--- src/include/soc_defs.svh ---
// Peripheral SoC address map
`ifndef SOC_DEFS_SVH
`define SOC_DEFS_SVH

// ----------------------------------------------------------
// Device regions
// ----------------------------------------------------------

// Word RAM with a power-of-two size
`define SOC_RAM_BASE 32'h0000_0000
`define SOC_RAM_BYTES 1024

// GPIO register block
`define SOC_GPIO_BASE 32'h8002_0000
`define SOC_GPIO_BYTES 32

// External accelerator behind the APB port
`define SOC_ACCEL_BASE 32'h8005_0000
`define SOC_ACCEL_BYTES 65536

// ----------------------------------------------------------
// Device sizes and register offsets
// ----------------------------------------------------------

`define SOC_GPIO_WIDTH 8

`define SOC_GPIO_IN_OFS 5'h00
`define SOC_GPIO_OE_OFS 5'h04
`define SOC_GPIO_OUT_OFS 5'h08

`define SOC_APB_ADDR_BITS 12

`endif

--- src/rtl/soc_pkg.sv ---
// Peripheral SoC shared types
`include "soc_defs.svh"

package soc_pkg;

  // System bus vectors
  typedef logic [31:0] addr_t;
  typedef logic [31:0] word_t;
  typedef logic [3:0] strobe_t;

  // One bit per GPIO pin
  typedef logic [`SOC_GPIO_WIDTH-1:0] gpio_t;

  // Accelerator register address
  typedef logic [`SOC_APB_ADDR_BITS-1:0] apb_addr_t;

  // APB bridge FSM
  typedef enum logic [1:0] {
    IDLE,
    SEL,
    ENABLE
  } apb_state_t;

  // Device picked by the address decoder
  typedef enum logic [1:0] {
    RAM,
    GPIO,
    ACCEL,
    NONE
  } dev_sel_t;

endpackage

--- src/rtl/device_bus_if.sv ---
// System bus device link
interface device_bus_if;

  // Request side, driven by the bus
  soc_pkg::addr_t address;
  soc_pkg::word_t write_data;
  soc_pkg::strobe_t write_strobe;
  logic read_request;
  logic write_request;

  // Response side, driven by the device
  soc_pkg::word_t read_data;
  logic read_response;
  logic write_response;

  modport manager (
    output address, write_data, write_strobe, read_request, write_request,
    input  read_data, read_response, write_response
  );

  modport device (
    input  address, write_data, write_strobe, read_request, write_request,
    output read_data, read_response, write_response
  );

endinterface

--- src/rtl/gpio_device.sv ---
// GPIO register block
`include "soc_defs.svh"

module gpio_device (
  input  logic            clock_i,
  input  logic            reset_i,
  device_bus_if.device    bus,
  input  soc_pkg::gpio_t  gpio_input_i,
  output soc_pkg::gpio_t  gpio_oe_o,
  output soc_pkg::gpio_t  gpio_output_o
);

  soc_pkg::gpio_t input_meta;
  soc_pkg::gpio_t input_sync;
  soc_pkg::word_t read_data_q;
  logic [4:0] offset;

  assign offset = bus.address[4:0];

  always_ff @(posedge clock_i or posedge reset_i) begin
    if (reset_i) begin
      input_meta         <= '0;
      input_sync         <= '0;
      gpio_oe_o          <= '0;
      gpio_output_o      <= '0;
      bus.read_response  <= 1'b0;
      bus.write_response <= 1'b0;
    end else begin
      // Two-flop synchronizer on the pins
      input_meta <= gpio_input_i;
      input_sync <= input_meta;
      // Only byte 0 carries pin data
      if (bus.write_request && bus.write_strobe[0]) begin
        if (offset == `SOC_GPIO_OE_OFS) begin
          gpio_oe_o <= bus.write_data[`SOC_GPIO_WIDTH-1:0];
        end else if (offset == `SOC_GPIO_OUT_OFS) begin
          gpio_output_o <= bus.write_data[`SOC_GPIO_WIDTH-1:0];
        end
      end
      bus.read_response  <= bus.read_request;
      bus.write_response <= bus.write_request;
    end
  end

  // Read word captured with the request
  always_ff @(posedge clock_i) begin
    if (bus.read_request) begin
      case (offset)
        `SOC_GPIO_IN_OFS:  read_data_q <= soc_pkg::word_t'(input_sync);
        `SOC_GPIO_OE_OFS:  read_data_q <= soc_pkg::word_t'(gpio_oe_o);
        `SOC_GPIO_OUT_OFS: read_data_q <= soc_pkg::word_t'(gpio_output_o);
        default:           read_data_q <= '0;
      endcase
    end
  end

  assign bus.read_data = read_data_q;

endmodule

--- src/flat_wrapper.sv ---
// flat-port wrapper written by rule: the top's interface ports become plain ports
module gpio_device_flat 
  (clock_i, reset_i, gpio_input_i, gpio_oe_o, gpio_output_o, bus_address, bus_write_data, bus_write_strobe, bus_read_request, bus_write_request, bus_read_data, bus_read_response, bus_write_response);
  device_bus_if bus_i ();
  input  logic clock_i;
  input  logic reset_i;
  input  soc_pkg::gpio_t gpio_input_i;
  output soc_pkg::gpio_t gpio_oe_o;
  output soc_pkg::gpio_t gpio_output_o;
  input wire logic [$bits(bus_i.address)-1:0] bus_address;
  input wire logic [$bits(bus_i.write_data)-1:0] bus_write_data;
  input wire logic [$bits(bus_i.write_strobe)-1:0] bus_write_strobe;
  input wire logic [$bits(bus_i.read_request)-1:0] bus_read_request;
  input wire logic [$bits(bus_i.write_request)-1:0] bus_write_request;
  output wire logic [$bits(bus_i.read_data)-1:0] bus_read_data;
  output wire logic [$bits(bus_i.read_response)-1:0] bus_read_response;
  output wire logic [$bits(bus_i.write_response)-1:0] bus_write_response;
  assign bus_i.address = bus_address;
  assign bus_i.write_data = bus_write_data;
  assign bus_i.write_strobe = bus_write_strobe;
  assign bus_i.read_request = bus_read_request;
  assign bus_i.write_request = bus_write_request;
  assign bus_read_data = bus_i.read_data;
  assign bus_read_response = bus_i.read_response;
  assign bus_write_response = bus_i.write_response;
  gpio_device u_core (.clock_i(clock_i), .reset_i(reset_i), .bus(bus_i), .gpio_input_i(gpio_input_i), .gpio_oe_o(gpio_oe_o), .gpio_output_o(gpio_output_o));
endmodule
--- config.mk ---
export PLATFORM = sky130hd
export DESIGN_NAME = gpio_device_flat
export DESIGN_NICKNAME = d
export VERILOG_FILES = /design/src/rtl/soc_pkg.sv /design/src/rtl/device_bus_if.sv /design/src/rtl/gpio_device.sv /design/src/flat_wrapper.sv
export VERILOG_INCLUDE_DIRS = /design/src /design/src/include
export SDC_FILE = /design/constraint.sdc
export NUM_CORES = 1
export LEC_CHECK = 0
export ABC_AREA = 0
export BUFFER_PORTS_ARGS = -buffer_cell sky130_fd_sc_hd__buf_2
export CAP_MARGIN = 0
export CORE_MARGIN = 3
export CORE_UTILIZATION = 35
export CTS_CLUSTER_SIZE = 25
export DETAILED_ROUTE_END_ITERATION = 10
export PLACE_DENSITY_LB_ADDON = 0.12
export RECOVER_POWER = 50
export SKIP_CTS_REPAIR_TIMING = 1
export SLEW_MARGIN = 20
export SYNTH_ARGS = -nofsm -noshare
export SYNTH_HDL_FRONTEND = slang
export SYNTH_SLANG_ARGS = --single-unit
--- constraint.sdc ---
create_clock -name clock_i -period 0.9 [get_ports clock_i]
set_clock_uncertainty 0.2 [all_clocks]
set_input_delay 0.045 -clock clock_i [delete_from_list [all_inputs] [get_ports clock_i]]
set_output_delay 0.045 -clock clock_i [all_outputs]
set_load 0.01 [all_outputs]
==> summary.md <==
| Metric | Value |
|---|---|
| Status | `finished, violations left` |
| Violated checks | `hold timing, setup timing` |
| Clock Tree Root | `clkbuf_8` |
| Clk Latency, worst-skew pair | `between 200 and 300 ps` |
| Multi-input logic area | `about 550 sq um` |
| Crit path max fanout | `8` |
| Worst R2R Start | `u_core.gpio_output_o[0]$_DFFE_PP0P_` |
| Core Region | `approximately 0.0045 sq mm` |
| Final Critical Period | `1300 ps` |
| Total CTS buffers | `5` |
| Final WS setup | `-396 ps` |
| Area Overhead vs Synth | `42.0%` |
| Clock-pin slew on the worst setup and hold paths | `roughly 70 ps` |
| Hold slack | `-186 ps` |
| Filler cells | `roughly 400` |
| Slowest-stage cell, CP | `or4_4` |
| Leak | `1.19 nW` |
| I/O Pins | `130` |
| Final hold vios | `17` |
| Met3 Use GR | `3.30%` |
| R2R Setup Slk | `-210 ps` |
| CP required | `870 ps` |
| Max Slew Vio Count | `0` |
| H-tree levels | `2` |
| R2r endpoint | `u_core.gpio_output_o[0]$_DFFE_PP0P_` |
| WL per Instance | `14.8 um` |
| Unique cell type count in the Yosys netlist | `16` |
| Vias | `1064` |
| Placed Cells | `224` |
| Global-route usage over all layers | `12.6%` |
| Largest net degree at the start of global routing | `35` |
| Tcrit/Tclk final | `144%` |
| RePlAce Congestion | `0.654` |
| Longest Clk Path Bufs | `2` |
| Max-cap violations | `0` |
| Initial antenna violation count | `0` |
| Global route hottest layer | `met2` |
| Vias per cell | `4.36` |
| Arrival @ worst endpoint | `1260 ps` |
| Post-route ant nets | `0` |
| Worst path cell trace | `buf_6, or4_4, nor2_8, mux2_2` |
| Hold Path Stages | `2` |
| Register Area | `0.00109 sq mm` |
| Remaining routing DRC violations | `0` |
| Row cnt | `24` |
| GRT met2 Usage | `20.9%` |
| Maximum VDD drop | `between 1 and 1.5 mV` |
| Vias in the first global route | `1047` |
| DRT Pass-1 Iters | `3` |
| DIE AREA | `between 0.005 and 0.006 sq mm` |
| Setup-failing EPs final | `50` |
| FF-to-FF path depth | `2` |
| Global-route wire length before repair | `5180 um` |
| Worst hold path class | `in2reg` |
| Worst Tran Pin Value | `about 530 ps` |
| Share of cells above drive strength 1 | `49.5%` |
| PD cells | `1700 mW/mm^2` |
| Die W | `between 70 and 80 um` |
| Yosys reg bits | `42` |
| Setup CP Type | `in2reg` |
| Hold EP | `u_core.gpio_output_o[4]$_DFFE_PP0P_` |
| Layout Cells excl Fill | `244` |
| F_max | `772 MHz` |
| Seq/Total Area, Yosys | `64.6%` |
| Yosys warning count | `0` |
| TritonCTS Sinks | `between 40 and 50` |
| Crit path launch | `bus_address[4]` |
| Nets@finish | `272` |
| Routing usage on met1 | `15.8%` |
| Die Ht | `between 70 and 80 um` |
| Initial cell density of the core | `37.5%` |
| 1st-iter DRT viols | `22` |
| Post-detail-place hpwl | `2560 um` |
| Hold_sp | `bus_write_data[4]` |
| Setup crit start kind | `input pin` |
| Port Buffers | `51` |
| Gr ovfl total | `0` |
| Netlist Area Pre-Place | `0.00169 sq mm` |
| Cell count after synthesis | `109` |
| Worst setup EP type | `flop` |
| RSZ-0062 raised after global routing | `yes` |
| Average cell area after synthesis | `~15 sq um` |
| Inserted Diodes | `0` |
| CP peak stage delay | `about 570 ps` |
| CTS tree | `done` |
| Routed WL | `3610 um` |
| Worst rel slew slack | `64.6%` |
-- cell usage after synthesis --
library cell / count / area, sq um
dfrtp_1: 34 / 851
mux2i_1: 8 / 80.1
edfxtp_1: 8 / 240
nor3b_2: 1 / 12.5
nor2_8: 1 / 20.0
buf_2: 1 / 5.00
o2bb2ai_1: 8 / 70.1
inv_1: 1 / 3.75
or3_1: 1 / 6.26
conb_1: 1 / 3.75
or4_1: 1 / 7.51
mux2_2: 16 / 180
nand4b_1: 1 / 8.76
nand3_1: 1 / 5.00
buf_4: 25 / 188
nor2_2: 1 / 6.26
-- area by class of cell --
cell class,instances,area share [%]
Timing Repair Buffer,79,25.5
Inverter,1,0.313
Tap cell,52,2.71
Multi-Input combinational cell,63,22.8
Clock buffer,7,3.18
Sequential cell,42,45.5
-- cell usage in the layout (no fill, tap or decap), types with 4 or more instances in the layout --
cell / count
edfxtp_1: 8
dlygate4sd3_1: 10
mux2_2: 7
buf_4: 6
mux2_4: 9
buf_2: 38
clkbuf_8: 5
mux2i_1: 8
clkbuf_1: 4
o2bb2ai_1: 7
buf_6: 22
dfrtp_1: 34
conb_1: 24
-- how the worst max path moves through the flow --
stage,end,slack [ps],depth (start not counted)
final,u_core.gpio_oe_o[7]$_DFFE_PP0P_,-400,4
after global placement,u_core.gpio_oe_o[6]$_DFFE_PP0P_,-680,4
after detailed placement,u_core.gpio_oe_o[5]$_DFFE_PP0P_,-700,4
after floorplan,u_core.gpio_oe_o[0]$_DFFE_PP0P_,-600,4
after global routing,u_core.gpio_oe_o[7]$_DFFE_PP0P_,-410,4
after CTS,u_core.gpio_oe_o[7]$_DFFE_PP0P_,-400,4
-- report_power, final --
group,internal (mW),total (mW),switching (mW)
sequential,2.09,2.19,0.103
clock,0.534,1.10,0.570
combinational,0.456,0.772,0.316
total,3.08,4.07,0.989
-- metrics by stage --
step / TNS (ps) / power, mW / instance area [sq um] / util (%) / setup WS, ps
after detailed placement: -13980 / 2.84 / 2090 / 46.3 / -700
after global routing: -13010 / 4.27 / 2400 / 53.2 / -408
after global placement: -13680 / 2.82 / 2090 / 46.3 / -679
after floorplan: -11250 / 2.58 / 1830 / - / -597
after CTS: -12170 / 3.95 / 2160 / 48.0 / -403
final: -11790 / 4.07 / 2400 / 53.2 / -396
-- cells by family after synthesis --
kind of cell	synth area share, %
multiplexers	15.4
flip-flops	64.6
AND/OR/NAND/NOR	3.93
AO/OA/AOI/OAI	4.15
buffers and inverters	11.6
other	0.222
-- metal layers --
metal	vias to the layer above	part of all wire, %
li1	498	-
met4	0	0.86
met5	-	0
met2	45	50
met1	516	43
met3	5	6.3
-- worst max-delay path, delay by kind of cell --
kind          cells  cell delay [ps]
simple gates      2              770
buf+inv           1               90
mux               1              360
-- registers in the layout (all words and copies together), names as in the netlist --
register,cells
u_core.bus.read_data,8
u_core.bus.read_response,1
u_core.bus.write_response,1
u_core.gpio_oe_o,8
u_core.gpio_output_o,8
u_core.input_meta,8
u_core.input_sync,8
(Power assumes the default switching activity.)
