===== config.mk =====
export PLATFORM = sky130hd
export DESIGN_NAME = accel_apb_port_flat
export DESIGN_NICKNAME = d
export VERILOG_FILES = /design/src/rtl/soc_pkg.sv /design/src/rtl/device_bus_if.sv /design/src/rtl/accel_apb_port.sv /design/src/flat_wrapper.sv
export VERILOG_INCLUDE_DIRS = /design/src /design/src/include
export SDC_FILE = /design/constraint.sdc
export NUM_CORES = 1
export LEC_CHECK = 0
export ABC_CLOCK_PERIOD_IN_PS = 4000
export BUFFER_PORTS_ARGS = -buffer_cell sky130_fd_sc_hd__buf_2
export CORE_MARGIN = 2
export CORE_UTILIZATION = 34
export DETAILED_ROUTE_END_ITERATION = 10
export GPL_ROUTABILITY_DRIVEN = 0
export HOLD_SLACK_MARGIN = 0.08
export PLACE_DENSITY = 0.87
export SYNTH_ARGS = -nofsm -noshare
export SYNTH_HDL_FRONTEND = slang
export SYNTH_SLANG_ARGS = --single-unit

===== constraint.sdc =====
create_clock -name clock_i -period 4 [get_ports clock_i]
set_clock_uncertainty 0.05 [all_clocks]
set_input_delay 0.2 -clock clock_i [delete_from_list [all_inputs] [get_ports clock_i]]
set_output_delay 0.2 -clock clock_i [all_outputs]
set_load 0.02 [all_outputs]

===== src/include/soc_defs.svh =====
// Peripheral SoC address map
`ifndef SOC_DEFS_SVH
`define SOC_DEFS_SVH

// ----------------------------------------------------------
// Device regions
// ----------------------------------------------------------

// Word RAM with a power-of-two size
`define SOC_RAM_BASE 32'h0000_0000
`define SOC_RAM_BYTES 1024

// GPIO register block
`define SOC_GPIO_BASE 32'h8002_0000
`define SOC_GPIO_BYTES 32

// External accelerator behind the APB port
`define SOC_ACCEL_BASE 32'h8005_0000
`define SOC_ACCEL_BYTES 65536

// ----------------------------------------------------------
// Device sizes and register offsets
// ----------------------------------------------------------

`define SOC_GPIO_WIDTH 8

`define SOC_GPIO_IN_OFS 5'h00
`define SOC_GPIO_OE_OFS 5'h04
`define SOC_GPIO_OUT_OFS 5'h08

`define SOC_APB_ADDR_BITS 12

`endif


===== src/rtl/soc_pkg.sv =====
// Peripheral SoC shared types
`include "soc_defs.svh"

package soc_pkg;

  // System bus vectors
  typedef logic [31:0] addr_t;
  typedef logic [31:0] word_t;
  typedef logic [3:0] strobe_t;

  // One bit per GPIO pin
  typedef logic [`SOC_GPIO_WIDTH-1:0] gpio_t;

  // Accelerator register address
  typedef logic [`SOC_APB_ADDR_BITS-1:0] apb_addr_t;

  // APB bridge FSM
  typedef enum logic [1:0] {
    IDLE,
    SEL,
    ENABLE
  } apb_state_t;

  // Device picked by the address decoder
  typedef enum logic [1:0] {
    RAM,
    GPIO,
    ACCEL,
    NONE
  } dev_sel_t;

endpackage


===== src/rtl/device_bus_if.sv =====
// System bus device link
interface device_bus_if;

  // Request side, driven by the bus
  soc_pkg::addr_t address;
  soc_pkg::word_t write_data;
  soc_pkg::strobe_t write_strobe;
  logic read_request;
  logic write_request;

  // Response side, driven by the device
  soc_pkg::word_t read_data;
  logic read_response;
  logic write_response;

  modport manager (
    output address, write_data, write_strobe, read_request, write_request,
    input  read_data, read_response, write_response
  );

  modport device (
    input  address, write_data, write_strobe, read_request, write_request,
    output read_data, read_response, write_response
  );

endinterface


===== src/rtl/accel_apb_port.sv =====
// Accelerator APB bridge
`include "soc_defs.svh"

module accel_apb_port (
  input  logic                clock_i,
  input  logic                reset_i,
  device_bus_if.device        bus,
  output soc_pkg::apb_addr_t  paddr_o,
  output logic                psel_o,
  output logic                penable_o,
  output logic                pwrite_o,
  output soc_pkg::word_t      pwdata_o,
  input  soc_pkg::word_t      prdata_i,
  input  logic                pready_i,
  input  logic                accel_irq_i,
  input  logic                irq_response_i,
  output logic                irq_o
);

  soc_pkg::apb_state_t state;
  logic request;
  logic done;
  logic irq_q;

  assign request = bus.read_request || bus.write_request;

  // ----------------------------------------------------------
  // APB transfer sequencing
  // ----------------------------------------------------------

  always_ff @(posedge clock_i or posedge reset_i) begin
    if (reset_i) begin
      state <= soc_pkg::IDLE;
    end else begin
      case (state)
        soc_pkg::IDLE:   if (request) state <= soc_pkg::SEL;
        soc_pkg::SEL:    state <= soc_pkg::ENABLE;
        soc_pkg::ENABLE: if (pready_i) state <= soc_pkg::IDLE;
        default:         state <= soc_pkg::IDLE;
      endcase
    end
  end

  // Transfer fields held for the whole APB access
  always_ff @(posedge clock_i) begin
    if (request && state == soc_pkg::IDLE) begin
      paddr_o  <= bus.address[`SOC_APB_ADDR_BITS-1:0];
      pwdata_o <= bus.write_data;
      pwrite_o <= bus.write_request;
    end
  end

  assign psel_o    = (state != soc_pkg::IDLE);
  assign penable_o = (state == soc_pkg::ENABLE);

  // Completing ENABLE cycle
  assign done = penable_o && pready_i;

  assign bus.read_response  = done && !pwrite_o;
  assign bus.write_response = done && pwrite_o;
  assign bus.read_data      = prdata_i;

  // ----------------------------------------------------------
  // Interrupt pending
  // ----------------------------------------------------------

  // New edge wins over a clear in the same cycle
  always_ff @(posedge clock_i or posedge reset_i) begin
    if (reset_i) begin
      irq_q <= 1'b0;
      irq_o <= 1'b0;
    end else begin
      irq_q <= accel_irq_i;
      if (accel_irq_i && !irq_q) begin
        irq_o <= 1'b1;
      end else if (irq_response_i) begin
        irq_o <= 1'b0;
      end
    end
  end

endmodule


===== src/flat_wrapper.sv =====
// flat-port wrapper written by rule: the top's interface ports become plain ports
module accel_apb_port_flat 
  (clock_i, reset_i, paddr_o, psel_o, penable_o, pwrite_o, pwdata_o, prdata_i, pready_i, accel_irq_i, irq_response_i, irq_o, bus_address, bus_write_data, bus_write_strobe, bus_read_request, bus_write_request, bus_read_data, bus_read_response, bus_write_response);
  device_bus_if bus_i ();
  input  logic clock_i;
  input  logic reset_i;
  output soc_pkg::apb_addr_t paddr_o;
  output logic psel_o;
  output logic penable_o;
  output logic pwrite_o;
  output soc_pkg::word_t pwdata_o;
  input  soc_pkg::word_t prdata_i;
  input  logic pready_i;
  input  logic accel_irq_i;
  input  logic irq_response_i;
  output logic irq_o;
  input wire logic [$bits(bus_i.address)-1:0] bus_address;
  input wire logic [$bits(bus_i.write_data)-1:0] bus_write_data;
  input wire logic [$bits(bus_i.write_strobe)-1:0] bus_write_strobe;
  input wire logic [$bits(bus_i.read_request)-1:0] bus_read_request;
  input wire logic [$bits(bus_i.write_request)-1:0] bus_write_request;
  output wire logic [$bits(bus_i.read_data)-1:0] bus_read_data;
  output wire logic [$bits(bus_i.read_response)-1:0] bus_read_response;
  output wire logic [$bits(bus_i.write_response)-1:0] bus_write_response;
  assign bus_i.address = bus_address;
  assign bus_i.write_data = bus_write_data;
  assign bus_i.write_strobe = bus_write_strobe;
  assign bus_i.read_request = bus_read_request;
  assign bus_i.write_request = bus_write_request;
  assign bus_read_data = bus_i.read_data;
  assign bus_read_response = bus_i.read_response;
  assign bus_write_response = bus_i.write_response;
  accel_apb_port u_core (.clock_i(clock_i), .reset_i(reset_i), .bus(bus_i), .paddr_o(paddr_o), .psel_o(psel_o), .penable_o(penable_o), .pwrite_o(pwrite_o), .pwdata_o(pwdata_o), .prdata_i(prdata_i), .pready_i(pready_i), .accel_irq_i(accel_irq_i), .irq_response_i(irq_response_i), .irq_o(irq_o));
endmodule

==> summary.md <==
| Metric | Value |
|---|---|
| Outcome | `complete, no violations` |
| Max-slew violation count | `0` |
| CTS tree | `built` |
| Worst Setup SP | `u_core.state[0]` |
| Vias in the first global route | `1345` |
| Max-slew headroom | `21.0%` |
| Tmin final | `just over 2000 ps` |
| Slew @ Worst Pin | `1180 ps` |
| Vias per inst | `a little over 4` |
| Top area cells in the synthesized netlist | `edfxtp_1 76%, buf_4 14%, dfrtp_1 5.7%` |
| RSZ-0062 raised after global routing | `no` |
| Hold path start | `bus_read_request` |
| Internal power | `0.00104 W` |
| Crit path to | `u_core.pwdata_o[23]` |
| Flop-to-flop setup slack | `between 1500 and 2000 ps` |
| Num rows | `26` |
| Synth Area per Inst | `roughly 19 µm²` |
| Post-Route WL | `3910 µm` |
| Static leakage | `1.17 nW` |
| Hold Violations, Final | `0` |
| Pwr per Cell Area | `583 nW/µm²` |
| Design Area, Final | `around 2700 µm²` |
| Gr ovfl total | `0` |
| Worst Setup End Kind | `flop` |
| Mapped Cells | `94` |
| Share of cells above drive strength 1 | `between 50 and 60%` |
| Reg2reg path depth | `2` |
| Syn nets | `201` |
| Yosys top cell area share | `76.4%` |
| Comb pwr share | `32.2%` |
| Highest clock rate | `0.484 GHz` |
| Wire per inst | `13.6 µm` |
| Diode count | `0` |
| Maximum vdd drop | `425 µV` |
| First-pass detailed-route iteration total | `3` |
| DRC Markers | `0` |
| Ports | `189` |
| Antenna Nets Post-Route | `0` |
| Synth-to-Final Area Change | `51.9%` |
| Register area share after synthesis | `82.1%` |
| Worst-Skew Late Latency | `280 ps` |
| Yosys reg bits | `a little under 50` |
| Chip width | `approximately 76 µm` |
| CTS sink cnt | `49` |
| Critical Path Start Type | `flop` |
| Clk pwr share | `17.1%` |
| H-tree levels | `2` |
| Tcrit/Tclk final | `51.7%` |
| Leading area contributor after synthesis | `edfxtp_1` |
| WP data required | `3850 ps` |
| Unique masters post-synth | `11` |
| Placeable core region | `5070 µm²` |
| Vias | `about 1.2k` |
| First-pass GRT wire length | `6200 µm` |
| Num CTS Buffers | `5` |
| Root Driver | `clkbuf_8` |
| Sequential share of power | `between 50% and 60%` |
| Starting Density | `34.8%` |
| Post-Syn Area | `1770 µm²` |
| Clk buf depth | `2` |
| Vert. Die Dim | `76.1 µm` |
| Post-CTS sizing | `0` |
| Final setup vio count | `0` |
| R2R Path Start | `u_core.state[0]` |
| Peak fanout along the critical path | `45` |
| Reg-to-Reg End | `u_core.pwdata_o[23]` |
| Setup CP Type | `reg -> reg` |
| Total GRT Usage | `13.7%` |
| Sw Pwr | `0.000525 W` |
| Max-cap violations | `0` |
| Initial antenna violation count | `0` |
| Post-route setup TNS | `0 ps` |
| Clock transition at path regs | `80 ps` |
| Ys Warns | `0` |
| Placed Area | `2120 µm²` |
| Die ar. | `5790 µm²` |
| Switching Fraction | `33.5%` |
| Nets | `324` |
| Crit path DAT | `1920 ps` |
| Hold WC Path Type | `in -> reg` |
| Initial DRC count | `18` |
| Largest net degree at the start of global routing | `46` |
| Port Buf Inserts | `100` |
==> sequential cells by signal, indices dropped and copies added (netlist names) <==
signal / count
u_core.pwdata_o: 32
u_core.irq_q: 1
u_core.irq_o: 1
u_core.pwrite_o: 1
u_core.paddr_o: 12
u_core.state: 2
==> how the worst min path moves through the flow <==
stage | endpoint | slack (ps) | cells after the start
after floorplan | u_core.irq_o | -80 | 1
after global placement | u_core.irq_o | 30 | 2
after detailed placement | u_core.irq_o | 30 | 2
after CTS | u_core.state[0] | 110 | 3
after global routing | u_core.state[0] | 140 | 3
final | u_core.state[0] | 120 | 3
==> metal layers <==
metal | GRT usage [%] | wire, µm | up-vias
met5 | 0 | 0 | -
met4 | 7.09 | 70 | 0
met1 | 12.2 | 1310 | 531
li1 | - | - | 543
met3 | 6.52 | 432 | 8
met2 | 25.4 | 2100 | 91
==> cells in the final DEF, fill, tap and decap left out, types with 2 or more instances in the layout <==
cell type	synthesis	final
buf_2	0	100
dlygate4sd3_1	0	48
edfxtp_1	45	45
clkbuf_8	0	5
dfrtp_1	4	4
inv_1	3	3
nor2_1	4	3
clkinv_2	0	2
==> worst max-delay path, cell delays in order, from the launching register on <==
cell and delay, ps:
dfrtp_1 420, or2_4 290, nor2_4 910
==> logic make-up after synthesis <==
logic type	share of synthesized area [%]
AO/OA/AOI/OAI	0.354
buffers and inverters	14.2
flip-flops	82.1
multiplexers	0.637
AND/OR/NAND/NOR	2.69
==> metrics by stage <==
step | std cells | setup slack (ps) | hold slack, ps | utilization, % | total power (W)
CTS | 288 | 1890 | 107 | 52.9 | 0.00159
detailed placement | 232 | 1910 | 33.7 | 41.8 | 0.00128
floorplan | 94 | 894 | -83.9 | - | 0.00114
global placement | 232 | 1980 | 28.5 | 41.8 | 0.00126
global route | 288 | 1760 | 138 | 52.9 | 0.00165
finish | 288 | 1930 | 120 | 52.9 | 0.00157
==> final cells by class <==
cell class / count / area [µm²]
timing repair buffer: 148 / 981
inverter: 3 / 11.3
clock buffer: 6 / 72.6
multi-input combinational: 10 / 72.6
tap: 70 / 87.6
sequential: 49 / 1450
fill: 434 / 2390
clock inverter: 2 / 10.0
==> power by group through the flow <==
stage               registers (W)  clock network [W]  logic (W)
global route             0.000813           0.000298   0.000536
global placement         0.000799                  0   0.000463
detailed placement       0.000806                  0   0.000472
CTS                      0.000795           0.000283   0.000509
finish                   0.000795           0.000267   0.000504
floorplan                0.000984                  0   0.000159
==> synthesized netlist by cell type <==
library cell and count:
and3_1 1, and3b_1 1, buf_4 32, dfrtp_1 4, edfxtp_1 45, inv_1 3, mux2_2 1, nor2_1 4
nor2b_2 1, o22ai_1 1, or2_4 1
==> repair_timing <==
| action | CTS | global route |
|---|---|---|
| hold buffers | 48 | 0 |
| buffers inserted | 0 | 0 |
| hold endpoints to repair | 51 | 0 |
No activity file was read; power rests on OpenSTA's default activity.
