`config.mk`:
```
export PLATFORM = sky130hd
export DESIGN_NAME = system_bus_flat
export DESIGN_NICKNAME = d
export VERILOG_FILES = /design/src/rtl/soc_pkg.sv /design/src/rtl/device_bus_if.sv /design/src/rtl/system_bus.sv /design/src/flat_wrapper.sv
export VERILOG_INCLUDE_DIRS = /design/src /design/src/include
export SDC_FILE = /design/constraint.sdc
export NUM_CORES = 1
export LEC_CHECK = 0
export ABC_AREA = 1
export BUFFER_PORTS_ARGS = -buffer_cell sky130_fd_sc_hd__buf_2
export CAP_MARGIN = 20
export CORE_AREA = 2 2 163 165
export DETAILED_ROUTE_END_ITERATION = 10
export DIE_AREA = 0 0 165 167
export PLACE_DENSITY = 0.43
export SETUP_SLACK_MARGIN = 0.5
export SLEW_MARGIN = 15
export SYNTH_ARGS = -nofsm -noshare
export SYNTH_HDL_FRONTEND = slang
export SYNTH_SLANG_ARGS = --single-unit
```
`constraint.sdc`:
```
create_clock -name clock_i -period 1.6 [get_ports clock_i]
set_input_delay 0.48 -clock clock_i [delete_from_list [all_inputs] [get_ports clock_i]]
set_output_delay 0.48 -clock clock_i [all_outputs]
set_load 0.01 [all_outputs]
```
`src/include/soc_defs.svh`:
```
// Peripheral SoC address map
`ifndef SOC_DEFS_SVH
`define SOC_DEFS_SVH

// ----------------------------------------------------------
// Device regions
// ----------------------------------------------------------

// Word RAM with a power-of-two size
`define SOC_RAM_BASE 32'h0000_0000
`define SOC_RAM_BYTES 1024

// GPIO register block
`define SOC_GPIO_BASE 32'h8002_0000
`define SOC_GPIO_BYTES 32

// External accelerator behind the APB port
`define SOC_ACCEL_BASE 32'h8005_0000
`define SOC_ACCEL_BYTES 65536

// ----------------------------------------------------------
// Device sizes and register offsets
// ----------------------------------------------------------

`define SOC_GPIO_WIDTH 8

`define SOC_GPIO_IN_OFS 5'h00
`define SOC_GPIO_OE_OFS 5'h04
`define SOC_GPIO_OUT_OFS 5'h08

`define SOC_APB_ADDR_BITS 12

`endif

```
`src/rtl/soc_pkg.sv`:
```
// Peripheral SoC shared types
`include "soc_defs.svh"

package soc_pkg;

  // System bus vectors
  typedef logic [31:0] addr_t;
  typedef logic [31:0] word_t;
  typedef logic [3:0] strobe_t;

  // One bit per GPIO pin
  typedef logic [`SOC_GPIO_WIDTH-1:0] gpio_t;

  // Accelerator register address
  typedef logic [`SOC_APB_ADDR_BITS-1:0] apb_addr_t;

  // APB bridge FSM
  typedef enum logic [1:0] {
    IDLE,
    SEL,
    ENABLE
  } apb_state_t;

  // Device picked by the address decoder
  typedef enum logic [1:0] {
    RAM,
    GPIO,
    ACCEL,
    NONE
  } dev_sel_t;

endpackage

```
`src/rtl/device_bus_if.sv`:
```
// System bus device link
interface device_bus_if;

  // Request side, driven by the bus
  soc_pkg::addr_t address;
  soc_pkg::word_t write_data;
  soc_pkg::strobe_t write_strobe;
  logic read_request;
  logic write_request;

  // Response side, driven by the device
  soc_pkg::word_t read_data;
  logic read_response;
  logic write_response;

  modport manager (
    output address, write_data, write_strobe, read_request, write_request,
    input  read_data, read_response, write_response
  );

  modport device (
    input  address, write_data, write_strobe, read_request, write_request,
    output read_data, read_response, write_response
  );

endinterface

```
`src/rtl/system_bus.sv`:
```
// System bus decoder and response mux
`include "soc_defs.svh"

module system_bus (
  input  logic              clock_i,
  input  logic              reset_i,
  input  soc_pkg::addr_t    addr_i,
  input  soc_pkg::word_t    write_data_i,
  input  soc_pkg::strobe_t  write_strobe_i,
  input  logic              read_request_i,
  input  logic              write_request_i,
  output soc_pkg::word_t    read_data_o,
  output logic              read_response_o,
  output logic              write_response_o,
  device_bus_if.manager     ram_bus,
  device_bus_if.manager     gpio_bus,
  device_bus_if.manager     accel_bus
);

  localparam int ram_lsb = $clog2(`SOC_RAM_BYTES);
  localparam int gpio_lsb = $clog2(`SOC_GPIO_BYTES);
  localparam int accel_lsb = $clog2(`SOC_ACCEL_BYTES);
  localparam soc_pkg::addr_t ram_base = `SOC_RAM_BASE;
  localparam soc_pkg::addr_t gpio_base = `SOC_GPIO_BASE;
  localparam soc_pkg::addr_t accel_base = `SOC_ACCEL_BASE;

  soc_pkg::dev_sel_t sel;
  soc_pkg::dev_sel_t sel_q;
  logic none_read_q;
  logic none_write_q;

  // ----------------------------------------------------------
  // Address decode and request routing
  // ----------------------------------------------------------

  always_comb begin
    if (addr_i[31:ram_lsb] == ram_base[31:ram_lsb]) begin
      sel = soc_pkg::RAM;
    end else if (addr_i[31:gpio_lsb] == gpio_base[31:gpio_lsb]) begin
      sel = soc_pkg::GPIO;
    end else if (addr_i[31:accel_lsb] == accel_base[31:accel_lsb]) begin
      sel = soc_pkg::ACCEL;
    end else begin
      sel = soc_pkg::NONE;
    end
  end

  assign ram_bus.address        = addr_i;
  assign ram_bus.write_data     = write_data_i;
  assign ram_bus.write_strobe   = write_strobe_i;
  assign ram_bus.read_request   = read_request_i && (sel == soc_pkg::RAM);
  assign ram_bus.write_request  = write_request_i && (sel == soc_pkg::RAM);

  assign gpio_bus.address       = addr_i;
  assign gpio_bus.write_data    = write_data_i;
  assign gpio_bus.write_strobe  = write_strobe_i;
  assign gpio_bus.read_request  = read_request_i && (sel == soc_pkg::GPIO);
  assign gpio_bus.write_request = write_request_i && (sel == soc_pkg::GPIO);

  assign accel_bus.address       = addr_i;
  assign accel_bus.write_data    = write_data_i;
  assign accel_bus.write_strobe  = write_strobe_i;
  assign accel_bus.read_request  = read_request_i && (sel == soc_pkg::ACCEL);
  assign accel_bus.write_request = write_request_i && (sel == soc_pkg::ACCEL);

  // ----------------------------------------------------------
  // Response path
  // ----------------------------------------------------------

  // Selection held until the next request
  // Unmapped requests answered here
  always_ff @(posedge clock_i or posedge reset_i) begin
    if (reset_i) begin
      sel_q        <= soc_pkg::NONE;
      none_read_q  <= 1'b0;
      none_write_q <= 1'b0;
    end else begin
      if (read_request_i || write_request_i) begin
        sel_q <= sel;
      end
      none_read_q  <= read_request_i && (sel == soc_pkg::NONE);
      none_write_q <= write_request_i && (sel == soc_pkg::NONE);
    end
  end

  always_comb begin
    case (sel_q)
      soc_pkg::RAM: begin
        read_data_o      = ram_bus.read_data;
        read_response_o  = ram_bus.read_response;
        write_response_o = ram_bus.write_response;
      end
      soc_pkg::GPIO: begin
        read_data_o      = gpio_bus.read_data;
        read_response_o  = gpio_bus.read_response;
        write_response_o = gpio_bus.write_response;
      end
      soc_pkg::ACCEL: begin
        read_data_o      = accel_bus.read_data;
        read_response_o  = accel_bus.read_response;
        write_response_o = accel_bus.write_response;
      end
      default: begin
        read_data_o      = '0;
        read_response_o  = none_read_q;
        write_response_o = none_write_q;
      end
    endcase
  end

endmodule

```
`src/flat_wrapper.sv`:
```
// flat-port wrapper written by rule: the top's interface ports become plain ports
module system_bus_flat 
  (clock_i, reset_i, addr_i, write_data_i, write_strobe_i, read_request_i, write_request_i, read_data_o, read_response_o, write_response_o, ram_bus_address, ram_bus_write_data, ram_bus_write_strobe, ram_bus_read_request, ram_bus_write_request, ram_bus_read_data, ram_bus_read_response, ram_bus_write_response, gpio_bus_address, gpio_bus_write_data, gpio_bus_write_strobe, gpio_bus_read_request, gpio_bus_write_request, gpio_bus_read_data, gpio_bus_read_response, gpio_bus_write_response, accel_bus_address, accel_bus_write_data, accel_bus_write_strobe, accel_bus_read_request, accel_bus_write_request, accel_bus_read_data, accel_bus_read_response, accel_bus_write_response);
  device_bus_if ram_bus_i ();
  device_bus_if gpio_bus_i ();
  device_bus_if accel_bus_i ();
  input  logic clock_i;
  input  logic reset_i;
  input  soc_pkg::addr_t addr_i;
  input  soc_pkg::word_t write_data_i;
  input  soc_pkg::strobe_t write_strobe_i;
  input  logic read_request_i;
  input  logic write_request_i;
  output soc_pkg::word_t read_data_o;
  output logic read_response_o;
  output logic write_response_o;
  output wire logic [$bits(ram_bus_i.address)-1:0] ram_bus_address;
  output wire logic [$bits(ram_bus_i.write_data)-1:0] ram_bus_write_data;
  output wire logic [$bits(ram_bus_i.write_strobe)-1:0] ram_bus_write_strobe;
  output wire logic [$bits(ram_bus_i.read_request)-1:0] ram_bus_read_request;
  output wire logic [$bits(ram_bus_i.write_request)-1:0] ram_bus_write_request;
  input wire logic [$bits(ram_bus_i.read_data)-1:0] ram_bus_read_data;
  input wire logic [$bits(ram_bus_i.read_response)-1:0] ram_bus_read_response;
  input wire logic [$bits(ram_bus_i.write_response)-1:0] ram_bus_write_response;
  output wire logic [$bits(gpio_bus_i.address)-1:0] gpio_bus_address;
  output wire logic [$bits(gpio_bus_i.write_data)-1:0] gpio_bus_write_data;
  output wire logic [$bits(gpio_bus_i.write_strobe)-1:0] gpio_bus_write_strobe;
  output wire logic [$bits(gpio_bus_i.read_request)-1:0] gpio_bus_read_request;
  output wire logic [$bits(gpio_bus_i.write_request)-1:0] gpio_bus_write_request;
  input wire logic [$bits(gpio_bus_i.read_data)-1:0] gpio_bus_read_data;
  input wire logic [$bits(gpio_bus_i.read_response)-1:0] gpio_bus_read_response;
  input wire logic [$bits(gpio_bus_i.write_response)-1:0] gpio_bus_write_response;
  output wire logic [$bits(accel_bus_i.address)-1:0] accel_bus_address;
  output wire logic [$bits(accel_bus_i.write_data)-1:0] accel_bus_write_data;
  output wire logic [$bits(accel_bus_i.write_strobe)-1:0] accel_bus_write_strobe;
  output wire logic [$bits(accel_bus_i.read_request)-1:0] accel_bus_read_request;
  output wire logic [$bits(accel_bus_i.write_request)-1:0] accel_bus_write_request;
  input wire logic [$bits(accel_bus_i.read_data)-1:0] accel_bus_read_data;
  input wire logic [$bits(accel_bus_i.read_response)-1:0] accel_bus_read_response;
  input wire logic [$bits(accel_bus_i.write_response)-1:0] accel_bus_write_response;
  assign ram_bus_address = ram_bus_i.address;
  assign ram_bus_write_data = ram_bus_i.write_data;
  assign ram_bus_write_strobe = ram_bus_i.write_strobe;
  assign ram_bus_read_request = ram_bus_i.read_request;
  assign ram_bus_write_request = ram_bus_i.write_request;
  assign ram_bus_i.read_data = ram_bus_read_data;
  assign ram_bus_i.read_response = ram_bus_read_response;
  assign ram_bus_i.write_response = ram_bus_write_response;
  assign gpio_bus_address = gpio_bus_i.address;
  assign gpio_bus_write_data = gpio_bus_i.write_data;
  assign gpio_bus_write_strobe = gpio_bus_i.write_strobe;
  assign gpio_bus_read_request = gpio_bus_i.read_request;
  assign gpio_bus_write_request = gpio_bus_i.write_request;
  assign gpio_bus_i.read_data = gpio_bus_read_data;
  assign gpio_bus_i.read_response = gpio_bus_read_response;
  assign gpio_bus_i.write_response = gpio_bus_write_response;
  assign accel_bus_address = accel_bus_i.address;
  assign accel_bus_write_data = accel_bus_i.write_data;
  assign accel_bus_write_strobe = accel_bus_i.write_strobe;
  assign accel_bus_read_request = accel_bus_i.read_request;
  assign accel_bus_write_request = accel_bus_i.write_request;
  assign accel_bus_i.read_data = accel_bus_read_data;
  assign accel_bus_i.read_response = accel_bus_read_response;
  assign accel_bus_i.write_response = accel_bus_write_response;
  system_bus u_core (.clock_i(clock_i), .reset_i(reset_i), .addr_i(addr_i), .write_data_i(write_data_i), .write_strobe_i(write_strobe_i), .read_request_i(read_request_i), .write_request_i(write_request_i), .read_data_o(read_data_o), .read_response_o(read_response_o), .write_response_o(write_response_o), .ram_bus(ram_bus_i), .gpio_bus(gpio_bus_i), .accel_bus(accel_bus_i));
endmodule
```
==> results of run 1 <==
[power by group]
| group | total [mW] | internal [mW] | switching (mW) |
|---|---|---|---|
| combinational | 1.29 | 0.740 | 0.545 |
| sequential | 0.114 | 0.109 | 0.00411 |
| clock | 0.404 | 0.329 | 0.0741 |
| total | 1.80 | 1.18 | 0.624 |
[metrics by stage]
step / area [µm²] / total power, mW / setup WS (ps)
global route: 5260 / 1.91 / -534
finish: 5260 / 1.80 / -476
detailed placement: 3170 / 0.872 / -503
global placement: 3170 / 0.874 / -497
floorplan: 2820 / 0.869 / 2.36
CTS: 4660 / 1.66 / -506
[worst max-delay path by stage]
stage / startpoint / to / cells past startpoint
after floorplan: u_core.sel_q[1] / read_data_o[13] / 5
after global placement: u_core.sel_q[1] / read_data_o[2] / 4
after detailed placement: u_core.sel_q[1] / read_data_o[2] / 4
after CTS: u_core.sel_q[1] / read_data_o[29] / 9
after global routing: u_core.sel_q[1] / read_data_o[9] / 9
final: u_core.sel_q[0] / read_data_o[26] / 8
[routing by layer]
| layer | track usage (%) | vias to the layer above |
|---|---|---|
| li1 | - | 1402 |
| met1 | 7.64 | 1339 |
| met2 | 13.2 | 276 |
| met3 | 4.81 | 8 |
| met4 | 1.21 | 4 |
| met5 | 0.364 | - |
[what timing repair did]
action / in CTS / in global routing
buffers inserted: 20 / 18
hold buffers: 0 / 0
endpoints found under the setup margin: 125 / 125
gates resized for setup: 240 / 113
cloned: 3 / 1
pin swaps: 21 / 31
[cells in the mapped netlist (all sizes together)]
master,instances,area share (%)
dfstp,2,2.0
nand2,83,12
nor2,29,4.5
a21oi,9,1.7
buf,215,60
inv,29,4.1
clkbuf,2,0.28
a22oi,9,2.5
nand4,3,0.71
dfrtp,2,1.9
nand3,56,11
[area by class of cell]
| type | count | share of cell area, % |
|---|---|---|
| repair buffers | 328 | 59.3 |
| clock buffers | 4 | 1.50 |
| well taps | 335 | 7.98 |
| multi-input cells | 190 | 26.4 |
| inverters | 29 | 2.90 |
| flip-flops and latches | 4 | 1.95 |
[state kept, by name, summed over array words and instances, names as in the netlist]
signal               count
u_core.none_read_q       1
u_core.none_write_q      1
u_core.sel_q             2
[logic make-up after synthesis]
group / Yosys count
AOI/OAI and AO/OA: 18
buffers and inverters: 246
DFF: 4
and+or+nand+nor: 171
==> results.yml, run 1 <==
layout:
  final_cell_mix: "159 x buf_6, 119 x buf_2, 39 x nand2_1"
  final_common_cell: "buf_6"
  fin_util_pct: 20.4
  layout.nets: 730
  final_cells: 890
  n_antenna_cell: 0
  multiInputGateArea_um2: 1390
  fillers: 2820
  syn2layout_area_growth_pct: 97.8
  regArea_um2: 103
  drive_gt1_share_pct: 83.4
synth:
  synthSimpleGateAreaFrac_pct: 27.5
  ys_seq_elements: 4
  synth_top_family_by_area: "buffers and inverters"
  synth_warnings: 0
  synth_cells: 439
  syn_nets: 613
  seq_area_frac_synth_pct: 3.86
  synth_xor_area_share_pct: 0
  post_synth.cell_area_avg_um2: 6.05
  synth.distinct_cells: 16
  synth.area.mux_share_pct: 0
  synth_compound_area_share_pct: 4.24
  mappedNetlistArea_um2: 2660
  synthAdderAreaFrac_pct: 0
placed_design:
  place_inst: 844
  port_buffers: 253
  gp_congestion: 0.657
  dp_hpwl_mm: 8.37
sta:
  worst_slew_pin_slew_ps: 332
  fin_skew_ps: 0
  hold_ws_ps: 129
  hold_viol_final: 0
  min_period_ps: 2080
  slew_headroom_pct: 77.9
  fin_crit_sh_pct: 130
  fin_setup_tns_ps: -15650
  rsz0062_at_grt: "yes"
  timing.final.max_slew_violations: 0
  layout_setup_ws_ps: -476
  max_freq_ghz: 0.482
  setup_viol: 40
worst_setup_path:
  required_ps: 1120
  worstPathCellList: "buf_8 -> nor2_4 -> buf_12 -> buf_12 -> clkbuf_16 -> nand2_2 -> nand3_2 -> buf_6"
  path_common_cell: "buf_12"
  worstSetupPathType: "register to output pin"
  cp_num_buf_inv: 5
  regToRegEndpoint: "u_core.sel_q[0]"
  r2r_start: "u_core.sel_q[0]"
  cp_slowest_cell: "dfstp_2"
  cp-start-kind: "register"
  reg2reg_slack_ps: 590
  slowest_delay_ps: 530
  end_kind: "output pin"
  critPathTopFamily: "buffers and inverters"
  critPathMaxFanout: 6
  reg2reg_depth: 5
  worstPathArrival_ps: 1600
detailed_routing:
  dr_wl_met2_mm: 6.14
  wl_mm: 12.4
  dr_wl_met3_mm: 1.89
  drt-pass1-iter-count: 4
  vias: 3029
  wl_met1_mm: 4.31
  vias_per_cell: 3.40
  drtIter0Drc: 69
  drc: 0
  antenna_left: 0
  wl_per_cell_um: 14.0
  dr.max_layer_used: "met5"
clock_network:
  clk_path_buf_depth: 2
  clock_latency_ps: 220
  cts_tree: "done"
  cts_buffers: 3
  ctsRootBufferMaster: "clkbuf_16"
  path_clk_slew_ps: 30
  cts_htree_levels: 1
  cts.sinks: 4
worst_hold_path:
  hold_class: "input port to asynchronous set/reset pin"
floorplanning:
  die_area_um2: 27600
  die_w_um: 165
  start_util_pct: 10.3
  rows: 59
  fp.dieH_um: 167
  pin_count: 418
  core_um2: 25800
outcome:
  status: "finished, violations left"
  violations: "negative setup slack"
power_and_ir_drop:
  power_density_nw_per_um2: 343
  ir_drop_mv: 0.151
  p_leak_nw: 2.66
global_routing:
  overflow: 0
  grt_pass1_vias: 2825
  antenna_found_initial: 2
  grt_pass1_wl_mm: 15.8
  grt_max_degree: 26
  grt_use_total_pct: 7.55
flow_run:
  max_cap_violations: 0
Power figures use the tool's default switching activity.
==> run 2, diff against run 1 <==
==> constraint.sdc (replaced) <==
create_clock -name clock_i -period 1.6 [get_ports clock_i]
set_input_delay 0.24 -clock clock_i [delete_from_list [all_inputs] [get_ports clock_i]]
set_output_delay 0.24 -clock clock_i [all_outputs]
set_load 0.01 [all_outputs]
==> results.yml, run 2 (same netlist as run 1, synthesis figures left out) <==
sta:
  setup_viol: 34
  hold_viol_final: 0
  fin_skew_ps: 0
  hold_ws_ps: 280
  layout_setup_ws_ps: -260
  fin_crit_sh_pct: 116
  worst_slew_pin_slew_ps: 276
  slew_headroom_pct: 81.6
  timing.final.max_slew_violations: 0
  fin_setup_tns_ps: -6150
  rsz0062_at_grt: "yes"
  min_period_ps: 1860
  max_freq_ghz: 0.538
detailed_routing:
  drt-pass1-iter-count: 4
  vias: 2935
  drtIter0Drc: 81
  antenna_left: 0
  drc: 0
  wl_per_cell_um: 13.5
  wl_mm: 11.7
  vias_per_cell: 3.40
floorplanning:
  die_area_um2: 27600
  core_um2: 25800
  fp.dieH_um: 167
  rows: 59
  die_w_um: 165
  pin_count: 418
  start_util_pct: 10.3
layout:
  syn2layout_area_growth_pct: 58.4
  final_cell_mix: "214 x buf_2, 44 x nand2_1, 42 x buf_6"
  final_cell_area_um2: 4210
  drive_gt1_share_pct: 79.5
  layout.nets: 701
  largest_register_ffs: 2
  largest_register: "u_core.sel_q"
  final_common_cell: "buf_2"
  top_regs: "u_core.sel_q (2), u_core.none_read_q (1), u_core.none_write_q (1)"
outcome:
  status: "finished, violations left"
  violations: "negative setup slack"
worst_setup_path:
  critPathTopFamily: "buffers and inverters"
  cp-start-kind: "register"
  worstPathArrival_ps: 1620
  cp_num_buf_inv: 5
  cp_slowest_cell: "dfstp_2"
  end_kind: "output pin"
  slowest_delay_ps: 560
  worstSetupPathType: "register to output pin"
  required_ps: 1360
  critPathMaxFanout: 5
  worstPathCellList: "buf_6 -> nor2_4 -> buf_12 -> buf_6 -> buf_16 -> nand2_1 -> nand3_1 -> buf_2"
  path_common_cell: "buf_6"
placed_design:
  gp_congestion: 0.675
  place_area_um2: 2950
  dp_hpwl_mm: 8.75
  port_buffers: 253
  pre_cts_ws_ps: -76.7
clock_network:
  clock_latency_ps: 220
  clk_path_buf_depth: 2
  cts_buffers: 3
  cts.sinks: 4
  path_clk_slew_ps: 30
  cts_htree_levels: 1
  cts_tree: "done"
  ctsRootBufferMaster: "clkbuf_16"
global_routing:
  grt_pass1_wl_mm: 14.6
  grt_use_total_pct: 6.99
  grt_max_degree: 21
  overflow: 0
  antenna_found_initial: 4
  grt_pass1_vias: 2651
flow_run:
  max_cap_violations: 0
power_and_ir_drop:
  power_density_nw_per_um2: 360
  p_leak_nw: 2.24
  ir_drop_mv: 0.212
worst_hold_path:
  hold_class: "input port to register"
-- run 2: cell types whose count changed in the layout (fill, tap and decap cells not counted), sizes merged --
| cell | change |
|---|---|
| inv | +2 |
| clkinv | -1 |
| buf | -29 |
| clkinvlp | -1 |
| dlygate4sd3 | +1 |
| diode | +2 |
| nor2 | -1 |
-- run 2: repair_timing --
| action | CTS | global route |
|---|---|---|
| pin swaps | 19 | 34 |
| hold buffers | 1 | 0 |
| buffers inserted | 19 | 6 |
| resized for setup | 124 | 107 |
| endpoints found under the hold margin | 2 | 0 |
| endpoints found under the setup margin | 44 | 43 |
| cloned | 5 | 1 |
-- run 2: layout make-up --
class,count,area [µm²]
antenna,2,5.00
fill,2935,21600
multi-input combinational,189,1320
clock buffer,4,78.8
inverter,29,136
sequential,4,103
timing repair buffer,300,2140
tap,335,419
-- run 2: through the flow --
| step | std cells | power, mW | util (%) |
|---|---|---|---|
| global route | 861 | 1.61 | 16.3 |
| detailed placement | 825 | 0.826 | 11.4 |
| finish | 863 | 1.52 | 16.3 |
| floorplan | 439 | 0.858 | - |
| global placement | 825 | 0.829 | 11.4 |
| CTS | 854 | 1.41 | 14.5 |
-- run 2: power breakdown --
group / switching [mW] / leakage, nW / total [mW] / internal (mW)
sequential: 0.00538 / 0.0444 / 0.115 / 0.110
combinational: 0.486 / 2.16 / 1.00 / 0.514
clock: 0.0722 / 0.0382 / 0.401 / 0.329
-- run 2: tightest hold or removal path, stage by stage --
cell and delay [ps]:
buf_2 90, nor2_1 60, nand2_1 60, nand2_1 50
-- run 2: path summary, 6_finish.rpt --
kind | slack, ps | to | depth (start not counted) | startpoint
hold reg to reg | 710 | u_core.sel_q[0] | 3 | u_core.sel_q[0]
hold / removal | 280 | u_core.sel_q[0] | 4 | read_request_i
max in group asynchronous | 900 | u_core.sel_q[1] | 3 | reset_i
min in group asynchronous | 470 | u_core.none_read_q | 3 | reset_i
setup reg to reg | 550 | u_core.sel_q[1] | 5 | u_core.sel_q[1]
setup / recovery | -260 | read_data_o[14] | 8 | u_core.sel_q[0]
-- run 2: per-layer routing --
metal	vias up	share of wire (%)	GRT usage [%]
li1	1343	-	-
met1	1288	32	6.46
met2	287	50	12.5
met3	13	17	4.91
met4	4	0.87	1.47
met5	-	0.20	0
==> run 3, diff against run 2 <==
Settings changed: MAX_ROUTING_LAYER from default to met4.
Clock period 1.6 ns to 1.7 ns, I/O delays scaled along.
==> results.yml, run 3 (same netlist as run 1, synthesis figures left out) <==
layout:
  drive_gt1_share_pct: 75.7
  final_cell_area_um2: 3850
  final_cell_mix: "221 x buf_2, 54 x nand2_1, 42 x nand3_1"
  largest_register_ffs: 2
  largest_register: "u_core.sel_q"
  syn2layout_area_growth_pct: 45.1
  layout.nets: 689
  top_regs: "u_core.sel_q (2), u_core.none_read_q (1), u_core.none_write_q (1)"
  final_common_cell: "buf_2"
placed_design:
  place_area_um2: 2900
  gp_congestion: 0.672
  dp_hpwl_mm: 8.54
  pre_cts_ws_ps: -238
  port_buffers: 253
floorplanning:
  die_area_um2: 27600
  core_um2: 25800
  start_util_pct: 10.3
  rows: 59
  die_w_um: 165
  pin_count: 418
  fp.dieH_um: 167
detailed_routing:
  drc: 0
  wl_per_cell_um: 13.1
  antenna_left: 0
  vias_per_cell: 3.35
  drt-pass1-iter-count: 4
  drtIter0Drc: 67
  wl_mm: 11.1
  vias: 2853
worst_setup_path:
  end_kind: "output pin"
  cp-start-kind: "register"
  required_ps: 1440
  critPathMaxFanout: 5
  worstPathArrival_ps: 1590
  worstSetupPathType: "register to output pin"
sta:
  fin_setup_tns_ps: -2820
  min_period_ps: 1850
  fin_skew_ps: 0
  worst_slew_pin_slew_ps: 335
  max_freq_ghz: 0.541
  hold_viol_final: 0
  layout_setup_ws_ps: -148
  setup_viol: 34
  rsz0062_at_grt: "yes"
  fin_crit_sh_pct: 109
  timing.final.max_slew_violations: 0
  hold_ws_ps: 287
  slew_headroom_pct: 77.7
power_and_ir_drop:
  power.total_mw: 1.33
  p_leak_nw: 2.00
  power_density_nw_per_um2: 345
  ir_drop_mv: 0.221
clock_network:
  clock_latency_ps: 220
  cts_tree: "done"
  cts_htree_levels: 1
  ctsRootBufferMaster: "clkbuf_16"
  clk_path_buf_depth: 2
  path_clk_slew_ps: 30
  cts.sinks: 4
  cts_buffers: 3
global_routing:
  antenna_found_initial: 3
  grt_max_degree: 26
  overflow: 0
  grt_pass1_wl_mm: 14.0
  grt_use_total_pct: 6.90
  grt_pass1_vias: 2421
outcome:
  violations: "negative setup slack"
  status: "finished, violations left"
flow_run:
  max_cap_violations: 0
worst_hold_path:
  hold_class: "input port to register"
run 3: cell count changes in the layout (fill, tap and decap cells not counted), sizes merged:
cell / previous run / this run
buf: 298 / 284
clkbuf: 5 / 6
clkinv: 0 / 1
diode: 2 / 3
inv: 29 / 28
nor2: 29 / 30
run 3: path summary, 6_finish.rpt:
| path | end | from | depth (start not counted) | slack [ps] |
|---|---|---|---|---|
| worst max register to register | u_core.sel_q[0] | u_core.sel_q[0] | 4 | 660 |
| worst max-delay path | read_data_o[12] | u_core.sel_q[1] | 8 | -150 |
| worst min-delay path | u_core.sel_q[0] | read_request_i | 4 | 290 |
| max in group asynchronous | u_core.sel_q[1] | reset_i | 3 | 1000 |
| min in group asynchronous | u_core.none_write_q | reset_i | 3 | 470 |
| worst min register to register | u_core.sel_q[1] | u_core.sel_q[1] | 4 | 730 |
run 3: area by class of cell:
type	instances	area, µm²
repair buffers	287	1900
well taps	335	419
inverters	29	131
clock buffers	4	78.8
fillers	2943	21900
diodes	3	7.51
flip-flops and latches	4	103
multi-input cells	190	1220
run 3: critical path: stages (launching register included):
cell       delay [ps]
dfstp_2           540
buf_12            110
inv_6              30
nor2_4             90
buf_12            140
clkbuf_16         140
nand2_1            60
a21oi_2           110
buf_2             130
run 3: metal layers:
metal	wire length [µm]	GRT usage, %	up-vias
li1	-	-	1324
met1	3880	6.99	1241
met2	5360	11.4	279
met3	1770	4.11	9
met4	114	1.47	0
met5	0	-	-
run 3: power by group:
group / total [mW] / switching (mW) / internal (mW)
Clock: 0.379 / 0.0694 / 0.310
Sequential: 0.107 / 0.00416 / 0.103
Combinational: 0.843 / 0.423 / 0.420
Total: 1.33 / 0.496 / 0.833
run 3: per-stage QoR:
stage               cells  util (%)
floorplan             439         -
global placement      821      11.3
detailed placement    821      11.3
CTS                   841      12.9
global route          852      15.0
finish                852      15.0
run 3: timing repair:
| item | 4_1_cts | 5_1_grt |
|---|---|---|
| gates cloned | 1 | 2 |
| setup endpoints to repair | 44 | 43 |
| pin swaps | 21 | 36 |
| endpoints found under the hold margin | 2 | 0 |
| hold buffers | 1 | 0 |
| resized for setup | 61 | 122 |
| buffers inserted | 14 | 6 |
